===== src/design/pov_pkg.sv =====
package pov_pkg;

    // spi frame layout, opcode byte first
    localparam int OPCODE_BITS = 8;
    localparam int FRAME_BITS = 56;
    localparam int PAYLOAD_BITS = FRAME_BITS - OPCODE_BITS;

    // bit counter saturates one past a full frame
    localparam int FRAME_CNT_BITS = $clog2(FRAME_BITS + 2);

    // driver chain word sizes
    localparam int CONF_BITS = 48;
    localparam int LEDS_PER_COLUMN = 10;
    localparam int COLUMN_BITS = LEDS_PER_COLUMN * 3;
    localparam int ROTATION_BITS = 16;

    localparam int COUNT_BITS = 8;

    typedef enum logic [OPCODE_BITS-1:0] {
        OP_CONFIG   = 8'h01,
        OP_COLUMN   = 8'h02,
        OP_ROTATION = 8'h03
    } opcode_t;

    // function control word for the drivers
    typedef logic [CONF_BITS-1:0] conf_t;

    // one column, 10 leds x rgb
    typedef logic [COLUMN_BITS-1:0] column_t;

    typedef logic [ROTATION_BITS-1:0] rotation_t;

    // column uses the low 30 bits, rotation the low 16
    typedef logic [PAYLOAD_BITS-1:0] payload_t;

    // wraps on overflow
    typedef logic [COUNT_BITS-1:0] count_t;

endpackage


===== src/design/cmd_if.sv =====
interface cmd_if import pov_pkg::*; ();

    // four-phase handshake
    logic req;
    logic ack;

    // held stable by the issuer while req is high
    opcode_t  op;
    payload_t payload;

    modport issuer (
        output req,
        output op,
        output payload,
        input  ack
    );

    modport performer (
        input  req,
        input  op,
        input  payload,
        output ack
    );

endinterface


===== src/design/spi_frame_rx.sv =====
module spi_frame_rx import pov_pkg::*; (
    input  logic                  clock_33,
    input  logic                  nrst,
    input  logic                  spi_clk,
    input  logic                  spi_ss,
    input  logic                  spi_mosi,
    input  logic                  frame_take,
    output logic                  frame_valid,
    output logic [FRAME_BITS-1:0] frame_data,
    output logic                  overrun_pulse
);

    logic                      clk_meta, clk_sync, clk_prev;
    logic                      ss_meta, ss_sync, ss_prev;
    logic                      mosi_meta, mosi_sync;
    logic                      clk_rise;
    logic                      ss_release;
    logic                      frame_end;
    logic                      hold_full;
    logic [FRAME_CNT_BITS-1:0] bit_cnt;
    logic [FRAME_BITS-1:0]     shift_reg;

    // two-flop synchronizers, ss idles high
    always_ff @(posedge clock_33 or negedge nrst) begin
        if (!nrst) begin
            clk_meta  <= 1'b0;
            clk_sync  <= 1'b0;
            clk_prev  <= 1'b0;
            ss_meta   <= 1'b1;
            ss_sync   <= 1'b1;
            ss_prev   <= 1'b1;
            mosi_meta <= 1'b0;
            mosi_sync <= 1'b0;
        end else begin
            clk_meta  <= spi_clk;
            clk_sync  <= clk_meta;
            clk_prev  <= clk_sync;
            ss_meta   <= spi_ss;
            ss_sync   <= ss_meta;
            ss_prev   <= ss_sync;
            mosi_meta <= spi_mosi;
            mosi_sync <= mosi_meta;
        end
    end

    assign clk_rise   = clk_sync & ~clk_prev & ~ss_sync;
    assign ss_release = ss_sync & ~ss_prev;

    // pending frame that the decoder is not taking this cycle
    assign hold_full = frame_valid & ~frame_take;

    always_ff @(posedge clock_33 or negedge nrst) begin
        if (!nrst) begin
            bit_cnt       <= '0;
            frame_end     <= 1'b0;
            frame_valid   <= 1'b0;
            overrun_pulse <= 1'b0;
        end else begin
            overrun_pulse <= 1'b0;
            frame_end     <= ss_release && (bit_cnt == FRAME_CNT_BITS'(FRAME_BITS));
            if (ss_sync) begin
                bit_cnt <= '0;
            end else if (clk_rise && bit_cnt != FRAME_CNT_BITS'(FRAME_BITS + 1)) begin
                bit_cnt <= bit_cnt + 1'b1;
            end
            // a second completed frame is dropped
            if (frame_end) begin
                if (hold_full) begin
                    overrun_pulse <= 1'b1;
                end else begin
                    frame_valid <= 1'b1;
                end
            end else if (frame_take) begin
                frame_valid <= 1'b0;
            end
        end
    end

    // msb arrives first
    always_ff @(posedge clock_33) begin
        if (clk_rise) begin
            shift_reg <= {shift_reg[FRAME_BITS-2:0], mosi_sync};
        end
        if (frame_end && !hold_full) begin
            frame_data <= shift_reg;
        end
    end

endmodule


===== src/design/command_decoder.sv =====
module command_decoder import pov_pkg::*; (
    input  logic                  clock_33,
    input  logic                  nrst,
    input  logic                  frame_valid,
    input  logic [FRAME_BITS-1:0] frame_data,
    output logic                  frame_take,
    output logic                  bad_pulse,
    output logic                  idle,
    cmd_if.issuer                 cmd
);

    typedef enum logic [1:0] {
        DEC_IDLE,
        DEC_REQ,
        DEC_RELEASE
    } dec_state_t;

    dec_state_t             state;
    logic [OPCODE_BITS-1:0] opcode_raw;
    logic                   op_known;
    logic                   accept;

    assign opcode_raw = frame_data[FRAME_BITS-1 -: OPCODE_BITS];

    always_comb begin
        case (opcode_raw)
            OP_CONFIG, OP_COLUMN, OP_ROTATION: op_known = 1'b1;
            default:                           op_known = 1'b0;
        endcase
    end

    // frame is taken as soon as the decoder is free
    assign accept     = (state == DEC_IDLE) & frame_valid;
    assign frame_take = accept;
    assign bad_pulse  = accept & ~op_known;
    assign idle       = (state == DEC_IDLE);

    always_ff @(posedge clock_33 or negedge nrst) begin
        if (!nrst) begin
            state   <= DEC_IDLE;
            cmd.req <= 1'b0;
        end else begin
            case (state)
                DEC_IDLE: begin
                    if (accept && op_known) begin
                        cmd.req <= 1'b1;
                        state   <= DEC_REQ;
                    end
                end
                DEC_REQ: begin
                    if (cmd.ack) begin
                        cmd.req <= 1'b0;
                        state   <= DEC_RELEASE;
                    end
                end
                // wait for the executor to drop ack
                DEC_RELEASE: begin
                    if (!cmd.ack) begin
                        state <= DEC_IDLE;
                    end
                end
                default: state <= DEC_IDLE;
            endcase
        end
    end

    always_ff @(posedge clock_33) begin
        if (accept && op_known) begin
            cmd.op      <= opcode_t'(opcode_raw);
            cmd.payload <= frame_data[PAYLOAD_BITS-1:0];
        end
    end

endmodule


===== src/design/driver_shifter.sv =====
module driver_shifter #(
    parameter type word_t = logic [7:0]
) (
    input  logic  clock_33,
    input  logic  nrst,
    input  logic  start,
    input  word_t word,
    output logic  busy,
    output logic  sclk,
    output logic  sin
);

    typedef logic [$clog2($bits(word_t) + 1)-1:0] cnt_t;

    word_t shift_reg;
    cnt_t  bit_cnt;
    logic  load;

    // start during a word is ignored
    assign load = start & ~busy;
    assign busy = (bit_cnt != '0);

    // msb first, low once the word is done
    assign sin = busy & shift_reg[$bits(word_t)-1];

    // two cycles per bit, sclk high in the second
    always_ff @(posedge clock_33 or negedge nrst) begin
        if (!nrst) begin
            bit_cnt <= '0;
            sclk    <= 1'b0;
        end else if (load) begin
            bit_cnt <= cnt_t'($bits(word_t));
            sclk    <= 1'b0;
        end else if (busy) begin
            sclk <= ~sclk;
            if (sclk) begin
                bit_cnt <= bit_cnt - 1'b1;
            end
        end
    end

    // next bit appears as sclk falls
    always_ff @(posedge clock_33) begin
        if (load) begin
            shift_reg <= word;
        end else if (busy && sclk) begin
            shift_reg <= shift_reg << 1;
        end
    end

endmodule


===== src/design/display_executor.sv =====
module display_executor import pov_pkg::*; (
    input  logic      clock_33,
    input  logic      nrst,
    cmd_if.performer  cmd,
    output logic      sclk,
    output logic      sin,
    output logic      lat,
    output conf_t     conf,
    output rotation_t rotation,
    output logic      column_pulse,
    output logic      sync_pulse
);

    typedef enum logic [1:0] {
        EX_IDLE,
        EX_SHIFT,
        EX_LATCH,
        EX_ACK
    } ex_state_t;

    ex_state_t state;
    logic      start_conf, start_column;
    logic      conf_busy, column_busy;
    logic      conf_sclk, column_sclk;
    logic      conf_sin, column_sin;
    logic      shift_busy;

    assign start_conf   = (state == EX_IDLE) & cmd.req & (cmd.op == OP_CONFIG);
    assign start_column = (state == EX_IDLE) & cmd.req & (cmd.op == OP_COLUMN);

    driver_shifter #(.word_t(conf_t)) conf_shifter (
        .clock_33 (clock_33),
        .nrst     (nrst),
        .start    (start_conf),
        .word     (cmd.payload),
        .busy     (conf_busy),
        .sclk     (conf_sclk),
        .sin      (conf_sin)
    );

    driver_shifter #(.word_t(column_t)) column_shifter (
        .clock_33 (clock_33),
        .nrst     (nrst),
        .start    (start_column),
        .word     (cmd.payload[COLUMN_BITS-1:0]),
        .busy     (column_busy),
        .sclk     (column_sclk),
        .sin      (column_sin)
    );

    // idle shifter holds both lines low
    assign sclk       = conf_sclk | column_sclk;
    assign sin        = conf_sin | column_sin;
    assign shift_busy = conf_busy | column_busy;

    always_ff @(posedge clock_33 or negedge nrst) begin
        if (!nrst) begin
            state        <= EX_IDLE;
            cmd.ack      <= 1'b0;
            lat          <= 1'b0;
            conf         <= '0;
            rotation     <= '0;
            column_pulse <= 1'b0;
            sync_pulse   <= 1'b0;
        end else begin
            column_pulse <= 1'b0;
            sync_pulse   <= 1'b0;
            case (state)
                EX_IDLE: begin
                    if (cmd.req) begin
                        if (cmd.op == OP_ROTATION) begin
                            // no shifting, new sweep starts here
                            rotation   <= cmd.payload[ROTATION_BITS-1:0];
                            sync_pulse <= 1'b1;
                            cmd.ack    <= 1'b1;
                            state      <= EX_ACK;
                        end else begin
                            state <= EX_SHIFT;
                        end
                    end
                end
                EX_SHIFT: begin
                    if (!shift_busy) begin
                        lat   <= 1'b1;
                        state <= EX_LATCH;
                        if (cmd.op == OP_CONFIG) begin
                            conf <= cmd.payload;
                        end
                    end
                end
                EX_LATCH: begin
                    lat          <= 1'b0;
                    cmd.ack      <= 1'b1;
                    column_pulse <= (cmd.op == OP_COLUMN);
                    state        <= EX_ACK;
                end
                EX_ACK: begin
                    if (!cmd.req) begin
                        cmd.ack <= 1'b0;
                        state   <= EX_IDLE;
                    end
                end
                default: state <= EX_IDLE;
            endcase
        end
    end

endmodule


===== src/design/frame_status.sv =====
module frame_status import pov_pkg::*; (
    input  logic   clock_33,
    input  logic   nrst,
    input  logic   column_pulse,
    input  logic   sync_pulse,
    input  logic   bad_pulse,
    input  logic   overrun_pulse,
    output count_t column_count,
    output count_t bad_frames,
    output logic   overrun
);

    always_ff @(posedge clock_33 or negedge nrst) begin
        if (!nrst) begin
            column_count <= '0;
            bad_frames   <= '0;
            overrun      <= 1'b0;
        end else begin
            // columns since the last rotation sync
            if (sync_pulse) begin
                column_count <= '0;
            end else if (column_pulse) begin
                column_count <= column_count + 1'b1;
            end
            if (bad_pulse) begin
                bad_frames <= bad_frames + 1'b1;
            end
            // sticky until reset
            if (overrun_pulse) begin
                overrun <= 1'b1;
            end
        end
    end

endmodule


===== src/design/pov_display_core.sv =====
module pov_display_core import pov_pkg::*; (
    input  logic      clock_33,
    input  logic      nrst,
    input  logic      spi_clk,
    input  logic      spi_ss,
    input  logic      spi_mosi,
    output logic      sclk,
    output logic      sin,
    output logic      lat,
    output conf_t     conf,
    output rotation_t rotation,
    output count_t    column_count,
    output count_t    bad_frames,
    output logic      overrun,
    output logic      driver_ready
);

    logic                  frame_valid;
    logic [FRAME_BITS-1:0] frame_data;
    logic                  frame_take;
    logic                  overrun_pulse;
    logic                  bad_pulse;
    logic                  decoder_idle;
    logic                  column_pulse;
    logic                  sync_pulse;

    cmd_if cmd ();

    spi_frame_rx i_spi_frame_rx (
        .clock_33      (clock_33),
        .nrst          (nrst),
        .spi_clk       (spi_clk),
        .spi_ss        (spi_ss),
        .spi_mosi      (spi_mosi),
        .frame_take    (frame_take),
        .frame_valid   (frame_valid),
        .frame_data    (frame_data),
        .overrun_pulse (overrun_pulse)
    );

    command_decoder i_command_decoder (
        .clock_33    (clock_33),
        .nrst        (nrst),
        .frame_valid (frame_valid),
        .frame_data  (frame_data),
        .frame_take  (frame_take),
        .bad_pulse   (bad_pulse),
        .idle        (decoder_idle),
        .cmd         (cmd.issuer)
    );

    display_executor i_display_executor (
        .clock_33     (clock_33),
        .nrst         (nrst),
        .cmd          (cmd.performer),
        .sclk         (sclk),
        .sin          (sin),
        .lat          (lat),
        .conf         (conf),
        .rotation     (rotation),
        .column_pulse (column_pulse),
        .sync_pulse   (sync_pulse)
    );

    frame_status i_frame_status (
        .clock_33      (clock_33),
        .nrst          (nrst),
        .column_pulse  (column_pulse),
        .sync_pulse    (sync_pulse),
        .bad_pulse     (bad_pulse),
        .overrun_pulse (overrun_pulse),
        .column_count  (column_count),
        .bad_frames    (bad_frames),
        .overrun       (overrun)
    );

    // nothing pending, nothing in execution
    assign driver_ready = ~frame_valid & decoder_idle & ~cmd.ack;

endmodule


===== config.mk =====
export PLATFORM = sky130hd
export DESIGN_NAME = pov_display_core
export DESIGN_NICKNAME = d
export VERILOG_FILES = /design/src/design/pov_pkg.sv /design/src/design/cmd_if.sv /design/src/design/spi_frame_rx.sv /design/src/design/command_decoder.sv /design/src/design/driver_shifter.sv /design/src/design/display_executor.sv /design/src/design/frame_status.sv /design/src/design/pov_display_core.sv
export SDC_FILE = /design/constraint.sdc
export NUM_CORES = 1
export LEC_CHECK = 0
export BUFFER_PORTS_ARGS = -buffer_cell sky130_fd_sc_hd__buf_2
export CAP_MARGIN = 0
export CELL_PAD_IN_SITES_DETAIL_PLACEMENT = 0
export CELL_PAD_IN_SITES_GLOBAL_PLACEMENT = 2
export CORE_ASPECT_RATIO = 1.75
export CORE_MARGIN = 2
export CORE_UTILIZATION = 41
export DETAILED_ROUTE_END_ITERATION = 10
export PLACE_DENSITY_LB_ADDON = 0.2
export SYNTH_ARGS = -nofsm -noshare
export SYNTH_HDL_FRONTEND = slang
export SYNTH_SLANG_ARGS = --single-unit

===== constraint.sdc =====
create_clock -name clock_33 -period 5.9 [get_ports clock_33]
set_input_delay 0.59 -clock clock_33 [delete_from_list [all_inputs] [get_ports clock_33]]
set_output_delay 0.59 -clock clock_33 [all_outputs]
set_load 0.01 [all_outputs]

==> impl_metrics.json <==
{
  "outcome": "finished, final reports clean",
  "syn2layout_area_growth_pct": 15.0,
  "cp_max_fo": 5,
  "fin_tns_setup_ns": 0,
  "power_density_mw_per_mm2": 320,
  "post_cts_buffers": 0,
  "synth-seq-cells": 366,
  "grt_start_max_net_pins": 63,
  "placed_area_mm2": 0.0144,
  "critPathRequiredTime_ns": 5.31,
  "rsz0062_at_grt": "false",
  "cts_tree": "yes",
  "cts_buffers": 34,
  "finalSetupViolCount": 0,
  "max_freq_mhz": 343,
  "period_needed_ns": 2.91,
  "fill_cells": 2707,
  "vdd_drop_max_v": 0.000209,
  "drtIter0Drc": 223,
  "synthFlopType": "edfxtp_1",
  "post-route-period-util": 0.494,
  "mappedNetlistArea_mm2": 0.0135,
  "clock-sinks": 366,
  "fp.coreArea_mm2": 0.0323,
  "multiInputGateArea_mm2": 0.00288,
  "final_common_cell": "edfxtp_1",
  "die_x_um": 141,
  "clk_latency_ns": 0.52,
  "hold_viol": 0,
  "first_pass_iters": 4,
  "cts_buffer_depth": 3,
  "worstMarginPinSlew_ns": 0.842,
  "path_clk_slew_ns": 0.07,
  "critPathLaunchType": "register",
  "grt_pass1_wl_um": 37900,
  "regArea_mm2": 0.0104,
  "die_h_um": 244,
  "hold_slack_ns": 0.140,
  "ctsHoldBuffers": 0,
  "track_usage": 0.139,
  "synth-async-reset-ratio": 0.328,
  "ys_types": 58,
  "design_area_mm2": 0.0155,
  "drv_slew": 0,
  "wl_per_cell_um": 18.2,
  "worst-r2r-setup-slack_ns": 3.16,
  "vias": 6327,
  "drive_gt1_frac": 0.336,
  "grt_pass1_vias": 7041,
  "io_pins": 90,
  "mostFrequentLayoutCells": "246 x edfxtp_1, 117 x dfrtp_1, 106 x mux2_2, 88 x buf_2, 37 x clkbuf_16",
  "htreeDepth": 2,
  "avgViaCountPerCell": 5.03,
  "synthesis.nets": 733,
  "syn_inst": 716,
  "cp-end-kind": "primary output",
  "overflow": 0,
  "hpwl_um": 14000,
  "synth_edf_count": 246,
  "place.gp.congestion": 0.767,
  "ant_nets": 0,
  "worst_ep_arrival_time_ns": 2.32,
  "fin_nets": 850,
  "fin_worst_skew_ns": 0.0132,
  "drt_wl_total_um": 23000,
  "synth-seq-area-share": 0.772,
  "min_path_type": "in -> async",
  "critical_path_class": "reg -> out",
  "fp-row-count": 87,
  "n_antenna_cell": 0,
  "drcViolationCount": 0,
  "port_buffers": 89,
  "total_power_uw": 4950,
  "leakage_uw": 0.00581,
  "cts_resized": 0,
  "root_buffer": "clkbuf_16",
  "drv_cap": 0,
  "ys_warn_count": 0,
  "max_slew_margin": 0.439,
  "start_util": 0.416,
  "die_area_mm2": 0.0343,
  "postSynthAreaPerCell_um2": 18.8,
  "antenna_found_initial": 0
}
## final cells by class
class                           instances  share of cell area
Multi-Input combinational cell        315               0.186
Sequential cell                       366               0.672
Tap cell                              400              0.0323
Clock inverter                         14             0.00760
Inverter                               17             0.00412
Clock buffer                           48              0.0644
Timing Repair Buffer                   99              0.0338
## kinds of logic (layout without fill, tap and decap cells)
kind of cell / count (synthesis) / after routing / share of synthesized area
compound gates: 30 / 30 / 0.0153
simple gates: 109 / 109 / 0.0500
flops: 366 / 366 / 0.772
xor+xnor: 17 / 17 / 0.0111
mux: 147 / 147 / 0.125
buf+inv: 35 / 178 / 0.0147
fa+ha+maj: 12 / 12 / 0.0112
## per-layer routing
layer	wire length, µm	up-vias	global-route usage
met1	9190	3246	0.162
met2	12300	109	0.252
met4	536	0	0.0485
li1	-	2933	-
met3	975	39	0.0309
met5	0	-	0
## cell usage after synthesis, types with 2 or more instances
cell	n	area, µm²
edfxtp_1	246	7390
dfrtp_1	117	2930
mux2_2	106	1190
mux2_1	26	293
nand2_1	22	82.6
nor2_1	18	67.6
inv_1	17	63.8
ha_1	12	150
nand3_1	12	60.1
mux2_4	10	150
xnor2_1	9	78.8
o21ai_0	8	40.0
xor2_1	8	70.1
buf_6	7	78.8
and2_1	6	37.5
nand4_1	6	37.5
nor3_1	6	30.0
and3_1	5	31.3
buf_2	5	25.0
mux2i_1	5	50.1
a21oi_1	4	20.0
clkbuf_1	4	15.0
nand2b_1	4	25.0
a31oi_1	3	18.8
dfstp_2	3	78.8
nor2b_1	3	18.8
or2_2	3	18.8
or4_1	3	22.5
a211o_1	2	17.5
buf_4	2	15.0
nand4b_1	2	17.5
nor3b_1	2	15.0
nor4_1	2	12.5
nor4_4	2	42.5
o31ai_1	2	15.0
or3_1	2	12.5
## final timing paths
check                                                        startpoint                                            end  cells past startpoint
max                        i_display_executor.column_shifter.bit_cnt[0]                                            sin                      5
min                                                                nrst                 i_frame_status.column_count[7]                      1
max reg2reg                  i_display_executor.conf_shifter.bit_cnt[0]  i_display_executor.conf_shifter.shift_reg[19]                      7
min reg2reg                                     i_spi_frame_rx.clk_meta                        i_spi_frame_rx.clk_sync                      0
max in group asynchronous                                          nrst                    i_display_executor.conf[32]                      2
min in group clock_33                                            spi_ss                         i_spi_frame_rx.ss_meta                      1
## where the power goes
part	internal, µW	switching [µW]	leakage (µW)
Combinational	4.37	25.3	0.00173
Sequential	2740	6.41	0.00352
Clock	1270	907	0.000557
## critical path: stages (launching register included)
cell,delay (ns)
dfrtp_1,0.41
inv_1,0.07
ha_1,0.21
or4b_2,0.69
a22o_1,0.27
buf_2,0.16
## metrics by stage
| stage | setup WS, ns | util | std cells |
|---|---|---|---|
| after detailed placement | 3.16 | 0.444 | 1197 |
| final | 2.99 | 0.479 | 1259 |
| after global placement | 3.25 | 0.444 | 1197 |
| after global routing | 2.88 | 0.479 | 1259 |
| after floorplan | 0.228 | - | 716 |
| after CTS | 2.95 | 0.479 | 1259 |
Note: power is estimated with default switching activity, not from simulation.
